## src/design/pkt_stream_pkg.sv

```systemverilog
// Stream data width, data word type and the packed beat struct shared by all streams.

package pkt_stream_pkg;

   // Width of tdata on every stream of the engine.
   localparam int DATA_W = 64;

   // One data word as it appears on tdata.
   typedef logic [DATA_W-1:0] word_t;

   // One stream beat: the data word and its end-of-packet flag.
   // The sidebands tstrb, tkeep, tid, tdest and tuser are not carried.
   typedef struct packed {
      word_t tdata;
      logic  tlast;
   } axis_beat_t;

endpackage

```

## src/design/hdr_format_pkg.sv

```systemverilog
// Header word field positions, field widths, clamp limits and the clamp functions.

package hdr_format_pkg;

   // Header length in words, word 0 included, in bits 7..0 of word 0.
   localparam int HLEN_LSB = 0;
   localparam int HLEN_W   = 8;

   // Total packet length in words, in bits 23..8 of word 0.
   localparam int PLEN_LSB = 8;
   localparam int PLEN_W   = 16;

   // Word counts inside the engine are this wide.
   localparam int LEN_W = 16;

   typedef logic [LEN_W-1:0] len_t;

   // Smallest header length; word 0 is always a header word.
   localparam len_t HLEN_MIN = len_t'(1);

   // A header length of 0 counts as 1.
   function automatic len_t clamp_hlen(input logic [HLEN_W-1:0] raw);
      return (raw == '0) ? HLEN_MIN : len_t'(raw);
   endfunction

   // A total length below the header length counts as the header length,
   // so such a packet carries no payload.
   function automatic len_t clamp_plen(input len_t hlen, input logic [PLEN_W-1:0] raw);
      return (len_t'(raw) < hlen) ? hlen : len_t'(raw);
   endfunction

endpackage

```

## src/design/axis_reg_slice.sv

```systemverilog
// Two-entry skid-buffer register slice with registered ready and a typed payload.

`timescale 1ns/1ps

module axis_reg_slice #(
   parameter type slice_t = logic
) (
   input  logic   aclk,
   input  logic   aresetn,

   input  logic   s_valid,
   output logic   s_ready,
   input  slice_t s_data,

   output logic   m_valid,
   input  logic   m_ready,
   output slice_t m_data
);

   logic   m_valid_r;
   logic   s_ready_r;
   slice_t m_data_r;
   slice_t skid_data;

   // The skid entry is occupied exactly when s_ready_r is low.
   always_ff @(posedge aclk)
   begin
      if (!aresetn)
      begin
         m_valid_r <= 1'b0;
         s_ready_r <= 1'b1;
      end
      else
      begin
         if (s_ready_r)
         begin
            if (m_valid_r && !m_ready)
            begin
               // Main entry is stalled, so an arriving beat parks in the skid entry.
               if (s_valid)
               begin
                  s_ready_r <= 1'b0;
               end
            end
            else
            begin
               m_valid_r <= s_valid;
            end
         end
         else if (m_ready)
         begin
            // Both entries full and the main one drains; the skid beat moves up.
            m_valid_r <= 1'b1;
            s_ready_r <= 1'b1;
         end
      end
   end

   always_ff @(posedge aclk)
   begin
      if (s_ready_r && (!m_valid_r || m_ready))
      begin
         m_data_r <= s_data;
      end
      else if (!s_ready_r && m_ready)
      begin
         m_data_r <= skid_data;
      end

      if (s_ready_r && m_valid_r && !m_ready)
      begin
         skid_data <= s_data;
      end
   end

   assign s_ready = s_ready_r;
   assign m_valid = m_valid_r;
   assign m_data  = m_data_r;

endmodule

```

## src/design/header_removal_core.sv

```systemverilog
// Header removal core: per-packet FSM that parses word 0 and routes words to aux or payload.

`timescale 1ns/1ps

module header_removal_core #(
   parameter int data_w = pkt_stream_pkg::DATA_W
) (
   input  logic                       aclk,
   input  logic                       aresetn,

   input  logic                       ap_start,
   output logic                       ap_idle,
   output logic                       ap_done,

   input  pkt_stream_pkg::word_t      in_dout,
   input  logic                       in_empty_n,
   output logic                       in_read,

   output pkt_stream_pkg::axis_beat_t aux_din,
   input  logic                       aux_full_n,
   output logic                       aux_write,

   output pkt_stream_pkg::axis_beat_t pay_din,
   input  logic                       pay_full_n,
   output logic                       pay_write
);

   typedef enum logic [1:0] {
      ST_IDLE,
      ST_WAIT_FIRST,
      ST_HEADER,
      ST_PAYLOAD
   } state_t;

   state_t                state;
   hdr_format_pkg::len_t  cnt;
   hdr_format_pkg::len_t  hlen_r;
   hdr_format_pkg::len_t  plen_r;
   hdr_format_pkg::len_t  hlen_w;
   hdr_format_pkg::len_t  plen_w;
   logic [data_w-1:0]     word0;
   logic                  hdr_last;
   logic                  pkt_last;
   logic                  aux_last;
   logic                  pay_last;

   // Length fields of the word at the input, only meaningful in ST_WAIT_FIRST.
   assign word0  = in_dout;
   assign hlen_w = hdr_format_pkg::clamp_hlen(
                      word0[hdr_format_pkg::HLEN_LSB +: hdr_format_pkg::HLEN_W]);
   assign plen_w = hdr_format_pkg::clamp_plen(
                      hlen_w, word0[hdr_format_pkg::PLEN_LSB +: hdr_format_pkg::PLEN_W]);

   // cnt is the index of the word at the input within the current packet.
   assign hdr_last = (cnt == hlen_r - hdr_format_pkg::len_t'(1));
   assign pkt_last = (cnt == plen_r - hdr_format_pkg::len_t'(1));

   assign ap_idle = (state == ST_IDLE);

   // Reads and writes happen in the same cycle, like a flow-through FIFO.
   always_comb
   begin
      in_read   = 1'b0;
      aux_write = 1'b0;
      pay_write = 1'b0;
      aux_last  = 1'b0;
      pay_last  = 1'b0;
      ap_done   = 1'b0;
      case (state)
         ST_WAIT_FIRST:
         begin
            in_read   = in_empty_n && aux_full_n;
            aux_write = in_read;
            aux_last  = (hlen_w == hdr_format_pkg::HLEN_MIN);
            ap_done   = in_read && (plen_w == hdr_format_pkg::HLEN_MIN);
         end
         ST_HEADER:
         begin
            in_read   = in_empty_n && aux_full_n;
            aux_write = in_read;
            aux_last  = hdr_last;
            // Inside the header, pkt_last can only hold together with hdr_last.
            ap_done   = in_read && pkt_last;
         end
         ST_PAYLOAD:
         begin
            in_read   = in_empty_n && pay_full_n;
            pay_write = in_read;
            pay_last  = pkt_last;
            ap_done   = in_read && pkt_last;
         end
         default:
         begin
            in_read = 1'b0;
         end
      endcase
   end

   assign aux_din = '{tdata: in_dout, tlast: aux_last};
   assign pay_din = '{tdata: in_dout, tlast: pay_last};

   always_ff @(posedge aclk)
   begin
      if (!aresetn)
      begin
         state <= ST_IDLE;
         cnt   <= '0;
      end
      else
      begin
         case (state)
            ST_IDLE:
            begin
               if (ap_start)
               begin
                  state <= ST_WAIT_FIRST;
               end
            end
            ST_WAIT_FIRST:
            begin
               if (in_read)
               begin
                  cnt <= hdr_format_pkg::len_t'(1);
                  if (plen_w == hdr_format_pkg::HLEN_MIN)
                  begin
                     state <= ST_IDLE;
                  end
                  else if (hlen_w == hdr_format_pkg::HLEN_MIN)
                  begin
                     state <= ST_PAYLOAD;
                  end
                  else
                  begin
                     state <= ST_HEADER;
                  end
               end
            end
            ST_HEADER:
            begin
               if (in_read)
               begin
                  cnt <= cnt + hdr_format_pkg::len_t'(1);
                  if (hdr_last)
                  begin
                     state <= pkt_last ? ST_IDLE : ST_PAYLOAD;
                  end
               end
            end
            ST_PAYLOAD:
            begin
               if (in_read)
               begin
                  cnt <= cnt + hdr_format_pkg::len_t'(1);
                  if (pkt_last)
                  begin
                     state <= ST_IDLE;
                  end
               end
            end
            default:
            begin
               state <= ST_IDLE;
            end
         endcase
      end
   end

   // Clamped lengths are held for the rest of the packet.
   always_ff @(posedge aclk)
   begin
      if ((state == ST_WAIT_FIRST) && in_read)
      begin
         hlen_r <= hlen_w;
         plen_r <= plen_w;
      end
   end

endmodule

```

## src/design/header_removal_axi.sv

```systemverilog
// AXI4-Stream top level: start-pulse control, core and register slices on all three streams.

`timescale 1ns/1ps

module header_removal_axi #(
   parameter int data_w = pkt_stream_pkg::DATA_W
) (
   input  logic                  aclk,
   input  logic                  aresetn,

   input  logic                  s_axis_tvalid,
   output logic                  s_axis_tready,
   input  pkt_stream_pkg::word_t s_axis_tdata,
   input  logic                  s_axis_tlast,

   output logic                  m_axis_aux_tvalid,
   input  logic                  m_axis_aux_tready,
   output pkt_stream_pkg::word_t m_axis_aux_tdata,
   output logic                  m_axis_aux_tlast,

   output logic                  m_axis_pay_tvalid,
   input  logic                  m_axis_pay_tready,
   output pkt_stream_pkg::word_t m_axis_pay_tdata,
   output logic                  m_axis_pay_tlast
);

   pkt_stream_pkg::axis_beat_t in_beat;
   pkt_stream_pkg::axis_beat_t in_beat_q;
   pkt_stream_pkg::axis_beat_t aux_din;
   pkt_stream_pkg::axis_beat_t pay_din;
   pkt_stream_pkg::axis_beat_t aux_beat;
   pkt_stream_pkg::axis_beat_t pay_beat;

   logic in_empty_n;
   logic in_read;
   logic aux_full_n;
   logic aux_write;
   logic pay_full_n;
   logic pay_write;

   logic start_r;
   logic start_cnt;
   logic ap_idle;
   logic ap_done;

   // Packet boundaries come from word 0, so the input tlast is not carried.
   assign in_beat = '{tdata: s_axis_tdata, tlast: 1'b0};

   // One start pulse after reset release, then one right after every ap_done.
   always_ff @(posedge aclk)
   begin
      if (!aresetn)
      begin
         start_r   <= 1'b0;
         start_cnt <= 1'b0;
      end
      else
      begin
         start_r <= 1'b0;
         if (!start_cnt || ap_done)
         begin
            start_r   <= 1'b1;
            start_cnt <= 1'b1;
         end
      end
   end

   axis_reg_slice #(
      .slice_t (pkt_stream_pkg::axis_beat_t)
   ) i_in_slice (
      .aclk    (aclk),
      .aresetn (aresetn),
      .s_valid (s_axis_tvalid),
      .s_ready (s_axis_tready),
      .s_data  (in_beat),
      .m_valid (in_empty_n),
      .m_ready (in_read),
      .m_data  (in_beat_q)
   );

   header_removal_core #(
      .data_w (data_w)
   ) i_core (
      .aclk       (aclk),
      .aresetn    (aresetn),
      .ap_start   (start_r && ap_idle),
      .ap_idle    (ap_idle),
      .ap_done    (ap_done),
      .in_dout    (in_beat_q.tdata),
      .in_empty_n (in_empty_n),
      .in_read    (in_read),
      .aux_din    (aux_din),
      .aux_full_n (aux_full_n),
      .aux_write  (aux_write),
      .pay_din    (pay_din),
      .pay_full_n (pay_full_n),
      .pay_write  (pay_write)
   );

   axis_reg_slice #(
      .slice_t (pkt_stream_pkg::axis_beat_t)
   ) i_aux_slice (
      .aclk    (aclk),
      .aresetn (aresetn),
      .s_valid (aux_write),
      .s_ready (aux_full_n),
      .s_data  (aux_din),
      .m_valid (m_axis_aux_tvalid),
      .m_ready (m_axis_aux_tready),
      .m_data  (aux_beat)
   );

   axis_reg_slice #(
      .slice_t (pkt_stream_pkg::axis_beat_t)
   ) i_pay_slice (
      .aclk    (aclk),
      .aresetn (aresetn),
      .s_valid (pay_write),
      .s_ready (pay_full_n),
      .s_data  (pay_din),
      .m_valid (m_axis_pay_tvalid),
      .m_ready (m_axis_pay_tready),
      .m_data  (pay_beat)
   );

   assign m_axis_aux_tdata = aux_beat.tdata;
   assign m_axis_aux_tlast = aux_beat.tlast;
   assign m_axis_pay_tdata = pay_beat.tdata;
   assign m_axis_pay_tlast = pay_beat.tlast;

endmodule

```

## config.mk

```make
export PLATFORM = sky130hd
export DESIGN_NAME = header_removal_axi
export DESIGN_NICKNAME = d
export VERILOG_FILES = /design/src/design/pkt_stream_pkg.sv /design/src/design/hdr_format_pkg.sv /design/src/design/axis_reg_slice.sv /design/src/design/header_removal_core.sv /design/src/design/header_removal_axi.sv
export SDC_FILE = /design/constraint.sdc
export NUM_CORES = 1
export LEC_CHECK = 0
export BUFFER_PORTS_ARGS = -buffer_cell sky130_fd_sc_hd__buf_2
export CORE_MARGIN = 8
export CORE_UTILIZATION = 40
export DETAILED_ROUTE_END_ITERATION = 7
export PLACE_DENSITY = 0.68
export SLEW_MARGIN = 20
export SYNTH_ARGS = -nofsm -noshare
export SYNTH_HDL_FRONTEND = slang
export SYNTH_SLANG_ARGS = --single-unit
```

## constraint.sdc

```tcl
create_clock -name aclk -period 6.8 [get_ports aclk]
set_input_delay 1.36 -clock aclk [delete_from_list [all_inputs] [get_ports aclk]]
set_output_delay 1.36 -clock aclk [all_outputs]
set_load 0.005 [all_outputs]
```

# ---- Word-level counts from Yosys, hierarchy flattened
# Index checks and enable logic that the tools add are counted.
# W data, S select, Z words.
dict set report classes {
  n_lt_le_gt_ge 1
  add_sub_neg 3
  n_mux 49
  n_reduce_logical 52
  n_eq_ne 17
}
# operator n
set op_table {}
lappend op_table {{$mux W65} 6}
lappend op_table {{$mux W16} 3}
lappend op_table {{$eq A16 B1 Y1 const B} 2}
lappend op_table {{$eq A16 B16 Y1} 2}
lappend op_table {{$pmux W16 S2} 1}
lappend op_table {{$sub A16 B1 Y16 const B} 2}
lappend op_table {{$mux W1} 26}
lappend op_table {{$logic_and A1 B1 Y1} 22}
lappend op_table {{$add A16 B1 Y16 const B} 1}
lappend op_table {{$lt A16 B16 Y1} 1}
lappend op_table {{$mux W2} 8}
lappend op_table {{$ne A2 B1 Y1 const B} 7}
lappend op_table {{$reduce_bool A2 Y1} 7}
lappend op_table {{$logic_not A1 Y1} 10}
lappend op_table {{$logic_not A8 Y1} 1}
lappend op_table {{$mux W8} 1}
lappend op_table {{$pmux W2 S4} 1}
lappend op_table {{$ne A2 B2 Y1 const B} 3}
lappend op_table {{$reduce_and A2 Y1} 3}
lappend op_table {{$reduce_and A6 Y1} 1}
lappend op_table {{$eq A2 B2 Y1 const B} 2}
lappend op_table {{$logic_or A1 B1 Y1} 4}
lappend op_table {{$pmux W1 S2} 2}
lappend op_table {{$reduce_or A2 Y1} 2}
lappend op_table {{4 further kinds} 4}
dict set report word_totals {
  output_inout_bits 133
  regBits 446
}

# ---- Logic depth before layout (Yosys ltp)
# Gate-level depths: netlist (run 1).
dict set report logic_depth {
  ltp_word 9
  ltp_mapped 10
  mapped_depth_nobuf 10
}

# ---- Modules after synthesis
# A second synthesis (run 1) with hierarchy kept.
dict set report hier_totals {
  hier_cells 1142
  hier_area_um2 19368.6
}
# module area_per_inst_um2 seq_area_each_um2 instances cells_per_inst
set modules_own_cells {}
lappend modules_own_cells {axis_reg_slice 5056.1 3943.8 3 214}
lappend modules_own_cells {header_removal_core 4131.5 1081.0 1 493}
lappend modules_own_cells {header_removal_axi 68.8 40.0 1 7}

# ---- Worst setup path after synthesis (run 1)
# OpenSTA, ideal clock, no wires.
dict set report synth_timing {
  kind {reg2reg}
  from {register i_in_slice.s_ready_r (netlist: i_in_slice.s_ready)}
  to {register i_in_slice.s_ready_r (netlist: i_in_slice.s_ready)}
  t_required_ps 6715
  t_arrival_ps 5485
  n_path_buf 0
  setup_ps 85
  path_slack_ps 1230
  path_stages_with_launch 4
  cell_sequence {dfxtp_1 -> inv_1 -> o21ai_0 -> or2_2}
}
dict set report synth_via {
  elab_chain_len 1
}
# item line
set synth_lines {}
lappend synth_lines {{start: declaration} axis_reg_slice.sv:21} ;# logic s_ready_r;
lappend synth_lines {{start signal: assignment} axis_reg_slice.sv:31} ;# s_ready_r <= 1'b1;
lappend synth_lines {{start signal: assignment} axis_reg_slice.sv:42} ;# s_ready_r <= 1'b0;
lappend synth_lines {{start signal: assignment} axis_reg_slice.sv:54} ;# s_ready_r <= 1'b1;
lappend synth_lines {{$mux W1} axis_reg_slice.sv:35} ;# if (s_ready_r)
# Every way passes these cells.
# A chain may end at the register's enable or synchronous reset.

# ---- Worst setup path after layout (run 1)
dict set report layout_timing {
  from {register i_core.hlen_r[2]}
  to {register i_core.state[1]}
}
dict set report layout_via {
  elab_chain_len 4
}
# item line
set layout_lines {}
lappend layout_lines {{start: declaration} header_removal_core.sv:37} ;# hdr_format_pkg::len_t hlen_r;
lappend layout_lines {{start signal: assignment} header_removal_core.sv:173} ;# hlen_r <= hlen_w;
lappend layout_lines {{$sub A16 B1 Y16} header_removal_core.sv:55} ;# assign hdr_last = (cnt == hlen_r - hdr_format_pkg::len_t'(1));
lappend layout_lines {{$eq A16 B16 Y1} header_removal_core.sv:55}
lappend layout_lines {{$ne A2 B1 Y1 (no source line)} --}
lappend layout_lines {{$reduce_and A6 Y1 (no source line)} --}
lappend layout_lines {{end signal: assignment} header_removal_core.sv:145} ;# state <= pkt_last ? ST_IDLE : ST_PAYLOAD;
lappend layout_lines {{end: declaration} header_removal_core.sv:35} ;# state_t state;
# Every way passes these cells.

==> results.json, run 1 <==
{
  "status": "finished clean",
  "power.ir.vdd_worst_mv": 0.218,
  "clock_tree.root_cell": "clkbuf_16",
  "synth.distinct_cells": 63,
  "post_cts.resized_instances": 0,
  "post-dp-hpwl_mm": 24.6,
  "numPortBuffers": 201,
  "die_area_um2": 50100,
  "clk_latency_ns": 0.54,
  "timing.critical_path.mode_cell": "nor4_1",
  "area.growth.synth_to_final_pct": 18.4,
  "vias": 9359,
  "synth_cells": 993,
  "power.density_nw_per_um2": 316,
  "setup_total_negative_slack_ns": 0,
  "register_area_um2": 12900,
  "drt-initial-drc-count": 522,
  "rsz0062_at_grt": "false",
  "route.antenna.remaining_nets": 0,
  "synth-edff-count": 412,
  "synthesis.yosys.warnings": 0,
  "synth-seq-cells": 438,
  "static-leakage-power_nw": 7.31,
  "path_cells": "or4_1, nor4_1, ha_1, xnor2_1, nor4_1, nand4_1, nor4_1, o2bb2ai_1, a211oi_1, a41o_1",
  "post_synth_and_or_nand_nor_area_fraction_pct": 5.11,
  "critPathSlowestCell": "or4_1",
  "tritoncts_clock_tree": "yes",
  "postSynth.asyncResetShare_pct": 0,
  "totalWireLength_mm": 38.7,
  "core.rowCount": 76,
  "detailedRoute.firstPassIterationCount": 5,
  "final_min_period_over_clock_period_pct": 52.6,
  "cts_setup_buffers": 0,
  "critical_path.max_fanout": 5,
  "post-place-ws_ns": 3.26,
  "maxCapViolCount": 0,
  "cts.clk_slew.worst_paths_ns": 0.06,
  "worst-endpoint-required_ns": 7.23,
  "die_y_um": 224,
  "synth_compound_area_share_pct": 2.92,
  "max-slew-margin-rel_pct": 43.3,
  "die_w_um": 224,
  "initial_core_utilization_pct": 40.3,
  "main_combinational_cell_family_by_area_after_synthesis": "multiplexers",
  "final_hold_viol_count": 0,
  "nets": 1292,
  "pin_count_of_the_biggest_net_entering_global_routing": 50,
  "worst_hold_path_type": "reg -> reg",
  "ctsHoldBuffers": 0,
  "drc": 0,
  "skew_ns": 0.00945,
  "layout.cells.most_common_list": "edfxtp_1 (412), buf_2 (201), mux2_2 (187)",
  "clkSinkCount": 438,
  "startpoint_type": "register",
  "hold_slack_ns": 0.436,
  "final.min_clock_period_ns": 3.58,
  "globalRouteOverflowTotal": 0,
  "tritoncts.num_buffers": 45,
  "slew_violations": 0,
  "synth_ff_type": "edfxtp_1",
  "worstMarginPinSlew_ns": 0.851,
  "fraction_of_the_yosys_area_taken_by_sequential_cells_pct": 74.6,
  "clock.fmax_mhz": 280,
  "post_synthesis_share_of_cell_area_spent_on_full_adders_half_adders_and_majority_gates_pct": 1.16,
  "grt_pass1_wl_mm": 58.2,
  "cts_buffer_depth": 3,
  "grt_util_all_layers_pct": 15.0,
  "timing.critical_path.to_type": "register",
  "grt_antenna_before_repair": 7,
  "category_of_the_critical_setup_timing_path": "reg -> reg",
  "core-area_um2": 42900,
  "synthesis.nets": 1079,
  "cts-htree-levels": 2,
  "route.detailed.wl_per_inst_um": 21.2,
  "design.portCount": 203,
  "worstPathArrival_ns": 4.01,
  "first_global_vias": 9755,
  "share_of_post_route_cells_with_drive_strength_above_1_pct": 39.4,
  "mux_share_of_post_synthesis_cell_area_pct": 12.6,
  "finalWeightedCongestion": 0.835,
  "mostFrequentLayoutCell": "edfxtp_1",
  "post_synthesis_area_per_instance_um2": 17.4,
  "worst_path_largest_cell_delay_ns": 0.61,
  "setup_viol_count_final": 0,
  "setup_slack_ns": 3.22,
  "finalCoreUtilization_pct": 47.7,
  "synth_xor_xnor_area_share_pct": 1.98,
  "synth_area_um2": 17300,
  "multi_input_comb_area_um2": 4190,
  "viasPerCell": 5.12,
  "nFillCells": 3677
}
[state kept, by name, indices dropped and copies added (netlist names), 8 cells and up]
signal and flops:
i_core.hlen_r 8, i_pay_slice.m_data 65, i_aux_slice.m_data 65, i_aux_slice.skid_data 65
i_core.cnt 16, i_in_slice.m_data 64, i_in_slice.skid_data 64, i_core.plen_r 16
i_pay_slice.skid_data 65
[path summary, 6_finish.rpt]
path                         startpoint                           end  slack (ns)  depth (start not counted)
min              start_cnt$_SDFFE_PN0P_            start_r$_SDFF_PN0_        0.44                          1
max reg2reg  i_core.hlen_r[2]$_DFFE_PP_  i_core.state[1]$_SDFFE_PN0P_        3.22                         10
min reg2reg      start_cnt$_SDFFE_PN0P_            start_r$_SDFF_PN0_        0.44                          1
max          i_core.hlen_r[2]$_DFFE_PP_  i_core.state[1]$_SDFFE_PN0P_        3.22                         10
[cell usage after synthesis (all sizes together), types with 3 or more instances]
| cell | number | area (um2) |
|---|---|---|
| or3b | 3 | 26.3 |
| nand3b | 6 | 45.0 |
| xnor2 | 23 | 201 |
| a21o | 3 | 22.5 |
| nor4b | 6 | 58.8 |
| or3 | 5 | 36.3 |
| nand2b | 4 | 25.0 |
| nand2 | 42 | 158 |
| o21ai | 25 | 125 |
| o21a | 3 | 22.5 |
| edfxtp | 412 | 12400 |
| nor4 | 13 | 96.3 |
| inv | 25 | 93.8 |
| ha | 16 | 200 |
| mux2 | 189 | 2130 |
| nand3 | 7 | 35.0 |
| a21oi | 10 | 50.1 |
| clkbuf | 45 | 169 |
| dfxtp | 26 | 521 |
| o21bai | 3 | 22.5 |
| buf | 3 | 21.3 |
| and3 | 7 | 43.8 |
| a31oi | 3 | 18.8 |
| mux2i | 5 | 50.1 |
| a2111oi | 5 | 50.0 |
| a211oi | 3 | 27.5 |
| nor3 | 11 | 55.1 |
| nand4 | 4 | 25.0 |
| or4 | 5 | 37.5 |
| xor2 | 16 | 140 |
| o31ai | 4 | 43.8 |
| and2 | 3 | 18.8 |
| nor2 | 32 | 120 |
| and4 | 4 | 35.0 |
[logic make-up after synthesis]
family | after synthesis
and+or+nand+nor | 160
buffers and inverters | 73
adders and majority gates | 16
DFF | 438
muxes | 194
AOI/OAI and AO/OA | 73
xor gates and xnor gates | 39
[worst max-delay path: cells and delay by family (launching register included)]
| kind | cells | cell delay, ns |
|---|---|---|
| xor+xnor | 1 | 0.13 |
| flops | 1 | 0.45 |
| fa+ha+maj | 1 | 0.33 |
| compound gates | 3 | 0.56 |
| simple gates | 5 | 1.99 |
[power by group]
part	leakage (nW)	switching, mW	total [mW]	internal, mW
clock network	0.700	1.01	2.43	1.42
logic	2.39	0.319	0.610	0.291
registers	4.22	0.149	3.43	3.29
total	7.31	1.48	6.47	4.99
[routing by layer]
layer,wire length (um),part of all wire (%),up-vias,GRT usage [%]
li1,-,-,4257,-
met1,15600,40,4812,17.6
met2,20000,52,208,26.8
met3,1910,4.9,76,3.41
met4,1070,2.8,6,5.23
met5,41,0.11,-,0
[cell type report]
class	count	share of cell area, %
Clock buffer	56	5.91
Antenna cell	3	0.0367
Clock inverter	25	1.16
Inverter	25	0.458
Tap cell	585	3.58
Sequential cell	438	63.0
Timing Repair Buffer	214	5.39
Multi-Input combinational cell	482	20.5
[through the flow]
stage / instance area [um2] / cells / total power [mW]
finish: 20500 / 1828 / 6.47
global route: 20500 / 1828 / 6.71
CTS: 20500 / 1825 / 6.55
detailed placement: 19000 / 1744 / 4.12
global placement: 19000 / 1744 / 4.09
floorplan: 17300 / 993 / 3.80
Power figures use the tool's default switching activity.
==> run 2: changes to the inputs <==
- ABC_AREA: unset -> 1
- clock period: 6.8 -> 3.45 ns (I/O delays scaled with it)
==> results.json, run 2 <==
{
  "worst_r2r_endpoint": "i_aux_slice.m_data[0]$_DFFE_PP_",
  "p_clk_share_pct": 35.2,
  "nFillCells": 3798,
  "synth.distinct_cells": 41,
  "postSynth.asyncResetShare_pct": 0,
  "static-leakage-power_nw": 7.66,
  "hold_slack_ns": 0.341,
  "final.min_clock_period_ns": 2.77,
  "post_synthesis_share_of_cell_area_spent_on_full_adders_half_adders_and_majority_gates_pct": 1.15,
  "slew_violations": 0,
  "worst-endpoint-required_ns": 3.85,
  "worst_r2r_src": "i_core.hlen_r[2]$_DFFE_PP_",
  "mux_share_of_post_synthesis_cell_area_pct": 4.15,
  "mostFrequentLayoutCell": "edfxtp_1",
  "fraction_of_the_yosys_area_taken_by_sequential_cells_pct": 74.3,
  "synth_ff_type": "edfxtp_1",
  "route.detailed.wl_per_inst_um": 18.3,
  "cts_buffer_depth": 3,
  "power.net_switching_mw": 3.20,
  "worst_hold_path_type": "in -> reg",
  "synth_xor_xnor_area_share_pct": 1.62,
  "post_synth_and_or_nand_nor_area_fraction_pct": 9.38,
  "die_w_um": 224,
  "cts_setup_buffers": 0,
  "power.ir.vdd_worst_mv": 0.454,
  "tritoncts_clock_tree": "yes",
  "synthesis.yosys.warnings": 0,
  "synth_area_um2": 17300,
  "power_frac_seq_pct": 52.9,
  "critPathSlowestCell": "edfxtp_1",
  "netlist.area_leader.share_pct": 71.3,
  "maxCapViolCount": 0,
  "post-dp-hpwl_mm": 25.1,
  "route.antenna.remaining_nets": 0,
  "first_global_vias": 10400,
  "die_area_um2": 50300,
  "area.growth.synth_to_final_pct": 18.3,
  "grt_util_all_layers_pct": 15.1,
  "drt-initial-drc-count": 613,
  "worst_hold_startpoint": "s_axis_tdata[31]",
  "synth.most_common_cell": "edfxtp_1",
  "skew_ns": 0.0115,
  "ff2ff_path_depth": 16,
  "startpoint_type": "register",
  "min_delay_path_depth": 1,
  "initial_core_utilization_pct": 40.4,
  "timing.critical_path.mode_cell": "nand2_1",
  "final_min_period_over_clock_period_pct": 80.4,
  "setup_total_negative_slack_ns": 0,
  "main_combinational_cell_family_by_area_after_synthesis": "simple AND/OR/NAND/NOR gates",
  "design.portCount": 203,
  "grt_pass1_wl_mm": 58.9,
  "detailedRoute.firstPassIterationCount": 5,
  "grt_antenna_before_repair": 5,
  "comb_power_share_pct": 11.9,
  "share_of_post_route_cells_with_drive_strength_above_1_pct": 25.1,
  "switching_share_pct": 24.2,
  "totalWireLength_mm": 38.6,
  "synth-edff-count": 412,
  "critical_path.max_fanout": 4,
  "timing.hold.worst_endpoint": "i_in_slice.skid_data[32]$_DFFE_PP_",
  "synthTopCellsByArea": "edfxtp_1 (71%), nand2_1 (5.1%), o21ai_0 (4.2%)",
  "synth_commonest_cells": "edfxtp_1 (412), nand2_1 (237), o21ai_0 (145)",
  "status": "finished clean",
  "category_of_the_critical_setup_timing_path": "reg -> reg",
  "ctsHoldBuffers": 0,
  "vias": 10100,
  "clk_latency_ns": 0.54,
  "path_cells": "nor2_1, nand2_1, nor2_1, nand2_1, nor3_2, ha_1, xnor2_1, nor4_1, nand3_1, nor3_1, nand3_1, nor2_1, nand2_1, a21oi_1, nand2_1, nand2_1",
  "numPortBuffers": 201,
  "timing.critical_path.to_type": "register",
  "viasPerCell": 4.79,
  "core.rowCount": 76,
  "worst_path_largest_cell_delay_ns": 0.44,
  "rsz0062_at_grt": "false",
  "clkSinkCount": 438,
  "synth_cells": 1287,
  "max-slew-margin-rel_pct": 58.8,
  "final_hold_viol_count": 0,
  "drc": 0,
  "worstMarginPinSlew_ns": 0.614,
  "power_internal_mw": 10.0,
  "worstPathArrival_ns": 3.18,
  "synth_compound_area_share_pct": 5.42,
  "core-area_um2": 43000,
  "layout.cells.most_common_list": "edfxtp_1 (412), nand2_1 (235), buf_2 (201)",
  "power.density_nw_per_um2": 645,
  "clock_tree.root_cell": "clkbuf_16",
  "globalRouteOverflowTotal": 0,
  "die_y_um": 224,
  "nets": 1580,
  "synth_largest_area_cell": "edfxtp_1",
  "post_cts.resized_instances": 0,
  "tritoncts.num_buffers": 43,
  "cts.clk_slew.worst_paths_ns": 0.06,
  "synthesis.nets": 1373,
  "finalWeightedCongestion": 0.846,
  "cts-htree-levels": 2,
  "setup_viol_count_final": 0,
  "r2r_setup_slack_ns": 0.68,
  "post_synthesis_area_per_instance_um2": 13.5,
  "synth-seq-cells": 438,
  "pin_count_of_the_biggest_net_entering_global_routing": 130,
  "clock.fmax_mhz": 361
}
==> run 2: cell count changes after synthesis, sizes merged, moves of 13 or more <==
cell	previous run	this run
nand3	7	33
nand2	42	239
xnor2	23	10
o21ai	25	151
nor2	32	65
mux2	189	64
inv	25	128
==> run 2: cell families after synthesis <==
kind of cell	after synthesis
AOI/OAI and AO/OA	180
xor gates and xnor gates	32
adders and majority gates	16
buffers and inverters	181
DFF	438
muxes	64
and+or+nand+nor	376
==> run 2: worst max-delay path by stage <==
stage / start / to / slack, ns / cells after the start
4_1_cts: i_core.hlen_r[2]$_DFFE_PP_ / i_aux_slice.m_data[0]$_DFFE_PP_ / 0.70 / 16
6_report: i_core.hlen_r[2]$_DFFE_PP_ / i_aux_slice.m_data[0]$_DFFE_PP_ / 0.68 / 16
3_5_place_dp: i_core.hlen_r[2]$_DFFE_PP_ / i_aux_slice.m_data[0]$_DFFE_PP_ / 0.71 / 16
2_1_floorplan: i_core.state[1]$_SDFFE_PN0P_ / i_in_slice.skid_data[10]$_DFFE_PP_ / 0.11 / 7
5_1_grt: i_core.hlen_r[2]$_DFFE_PP_ / i_aux_slice.m_data[0]$_DFFE_PP_ / 0.32 / 16
3_3_place_gp: i_in_slice.m_data[6]$_DFFE_PP_ / i_core.state[1]$_SDFFE_PN0P_ / 0.76 / 14
==> run 2: per-layer routing <==
layer / global-route usage, % / vias up / wire, um
met5: 0 / - / 23
met4: 5.53 / 4 / 1270
met3: 3.13 / 73 / 1910
met2: 27.2 / 241 / 19900
met1: 17.6 / 4891 / 15500
li1: - / 4916 / -
==> run 2: critical path, delay by kind of cell (launching register included) <==
family	cells	cell delay, ns
AOI/OAI and AO/OA	1	0.21
xor gates and xnor gates	1	0.13
adders and majority gates	1	0.27
DFF	1	0.44
and+or+nand+nor	13	1.59
==> run 2: power groups by stage <==
stage	clock (mW)	sequential, mW	combinational (mW)
6_report	4.66	7.00	1.58
3_3_place_gp	0	7.10	1.57
3_5_place_dp	0	7.11	1.61
2_1_floorplan	0	7.05	0.802
5_1_grt	4.95	7.06	1.77
4_1_cts	4.78	7.01	1.62
==> run 2: cell type report <==
class	count	area [um2]	area share, %
diodes	5	12.5	0.0609
flip-flops and latches	438	12900	62.8
inverters	128	484	2.36
repair buffers	215	1220	5.96
well taps	585	732	3.57
multi-input cells	668	3810	18.5
clock inverters	24	277	1.35
clock buffers	50	1100	5.37
==> run 2: stage by stage <==
stage | power, mW | worst slack [ns] | cell area, um2 | util (%) | cells
6_report | 13.2 | 0.678 | 20500 | 47.8 | 2113
5_1_grt | 13.8 | 0.317 | 20500 | 47.7 | 2109
4_1_cts | 13.4 | 0.695 | 20500 | 47.7 | 2108
3_5_place_dp | 8.73 | 0.713 | 19100 | 44.5 | 2034
3_3_place_gp | 8.67 | 0.760 | 19100 | 44.5 | 2034
2_1_floorplan | 7.86 | 0.110 | 17400 | - | 1287
==> run 3: changes to the inputs <==
- PLACE_DENSITY: 0.68 -> 0.7
- clock period: 3.45 -> 2.5 ns (I/O delays scaled with it)
==> results.json, run 3 (synthesized netlist as in run 2, its figures left out) <==
{
  "pin_count_of_the_biggest_net_entering_global_routing": 67,
  "clock.fmax_mhz": 396,
  "final_min_period_over_clock_period_pct": 101,
  "drt-initial-drc-count": 583,
  "drc": 0,
  "slew_violations": 0,
  "timing.critical_path.mode_cell": "buf_4",
  "worst_path_largest_cell_delay_ns": 0.38,
  "worstPathArrival_ns": 3.03,
  "startpoint_type": "register",
  "layout.cells.most_common_list": "edfxtp_1 (412), nand2_1 (233), buf_2 (201)",
  "setup_total_negative_slack_ns": -0.0281,
  "route.detailed.wl_per_inst_um": 18.3,
  "comb_power_share_pct": 13.1,
  "critPathTopFamily": "simple AND/OR/NAND/NOR gates",
  "power_internal_mw": 14.3,
  "ctsHoldBuffers": 0,
  "timing.critical_path.to_type": "register",
  "finalWeightedCongestion": 0.823,
  "maxCapViolCount": 0,
  "grt_pass1_wl_mm": 60.8,
  "route.antenna.remaining_nets": 0,
  "numPortBuffers": 201,
  "power.net_switching_mw": 4.60,
  "first_global_vias": 10800,
  "multi_input_comb_area_um2": 3910,
  "stdcell_area_um2": 21300,
  "rsz0062_at_grt": "true",
  "clk_latency_ns": 0.57,
  "nets": 1638,
  "worstMarginPinSlew_ns": 0.570,
  "globalRouteOverflowTotal": 0,
  "vias": 10500,
  "switching_share_pct": 24.3,
  "post-dp-hpwl_mm": 27.5,
  "register_area_um2": 12900,
  "tritoncts.num_buffers": 45,
  "tritoncts_clock_tree": "yes",
  "cts-htree-levels": 2,
  "static-leakage-power_nw": 8.06,
  "setup_slack_ns": -0.0281,
  "power.ir.vdd_worst_mv": 0.664,
  "status": "complete, but fails checks",
  "clkSinkCount": 438,
  "grt_util_all_layers_pct": 15.6,
  "design.portCount": 203,
  "critical_path.n_buffers_inverters": 5,
  "worst-endpoint-required_ns": 3.00,
  "final.min_clock_period_ns": 2.53,
  "viasPerCell": 4.84,
  "mostFrequentLayoutCell": "edfxtp_1",
  "die_y_um": 224,
  "critical_path.max_fanout": 4,
  "path_cells": "nor2_1, nand2_1, nor2_1, nand2_1, nor3_2, buf_4, buf_4, buf_4, buf_4, buf_4, nand2_1, o31ai_1, nand3_1, o21ai_1, nand3_2, nor2_1, nand2_1, a21oi_2",
  "power.total_mw": 18.9,
  "core.rowCount": 76,
  "cts.clk_slew.worst_paths_ns": 0.06,
  "power.density_nw_per_um2": 889,
  "category_of_the_critical_setup_timing_path": "reg -> reg",
  "core-area_um2": 43000,
  "initial_core_utilization_pct": 40.4,
  "worst_hold_path_type": "in -> reg",
  "grt_antenna_before_repair": 6,
  "setup_viol_count_final": 1,
  "share_of_post_route_cells_with_drive_strength_above_1_pct": 29.1,
  "failed_checks": "negative setup slack",
  "area.growth.synth_to_final_pct": 22.8,
  "detailedRoute.firstPassIterationCount": 5,
  "skew_ns": 0.0103,
  "power_frac_seq_pct": 50.9,
  "totalWireLength_mm": 39.7,
  "die_area_um2": 50300,
  "critPathSlowestCell": "edfxtp_1",
  "nFillCells": 3725,
  "cts_buffer_depth": 3,
  "die_w_um": 224,
  "p_clk_share_pct": 36.0,
  "clock_tree.root_cell": "clkbuf_16",
  "max-slew-margin-rel_pct": 61.9,
  "placed_area_um2": 19600,
  "final_hold_viol_count": 0
}
[run 3: changes by cell type in the layout (fill, tap and decap cells not counted), moves of 3 or more]
cell / before / now
inv_1: 122 / 118
buf_4: 5 / 51
buf_12: 9 / 19
clkinv_2: 12 / 17
a21oi_2: 0 / 3
a21oi_1: 20 / 17
clkbuf_16: 43 / 47
[run 3: final cells by class]
| cell class | count | area share (%) |
|---|---|---|
| multi-input cells | 668 | 18.3 |
| diodes | 3 | 0.0352 |
| clock buffers | 56 | 5.68 |
| inverters | 128 | 2.30 |
| well taps | 585 | 3.44 |
| flip-flops and latches | 438 | 60.6 |
| repair buffers | 271 | 8.31 |
| clock inverters | 25 | 1.33 |
[run 3: what timing repair did]
item / 4_1_cts / 5_1_grt
buffers inserted: 4 / 10
pin swaps: 1 / 8
gates resized for setup: 1 / 19
hold endpoints to repair: 0 / 0
endpoints found under the setup margin: 4 / 12
[run 3: worst paths after layout]
path	start	endpoint	slack, ns	depth (start not counted)
worst max register to register	i_core.hlen_r[1]$_DFFE_PP_	i_core.state[1]$_SDFFE_PN0P_	-0.03	18
worst min register to register	start_cnt$_SDFFE_PN0P_	start_r$_SDFF_PN0_	0.42	1
worst max-delay path	i_core.hlen_r[1]$_DFFE_PP_	i_core.state[1]$_SDFFE_PN0P_	-0.03	18
worst min-delay path	s_axis_tdata[18]	i_in_slice.skid_data[19]$_DFFE_PP_	0.12	1
[run 3: through the flow]
step | hold slack, ns | utilization (%) | instances | worst slack, ns
4_1_cts | 0.0767 | 49.1 | 2161 | -0.0329
3_5_place_dp | 0.406 | 45.6 | 2076 | -0.0974
3_3_place_gp | 0.395 | 45.6 | 2076 | -0.0776
2_1_floorplan | 0.389 | - | 1287 | -0.0223
5_1_grt | 0.0942 | 49.5 | 2172 | -0.282
6_report | 0.122 | 49.6 | 2174 | -0.0281
[run 3: power groups by stage]
stage	registers (mW)	clock network (mW)	logic, mW
3_3_place_gp	9.76	0	2.36
5_1_grt	9.73	7.24	2.75
3_5_place_dp	9.79	0	2.43
4_1_cts	9.65	7.00	2.45
6_report	9.64	6.82	2.49
2_1_floorplan	9.73	0	1.11
[run 3: layer usage]
layer / share of wire (%) / track usage (%)
met5: 0.11 / 0
met3: 5.1 / 3.32
met2: 52 / 27.7
met4: 4.2 / 8.31
met1: 39 / 17.4
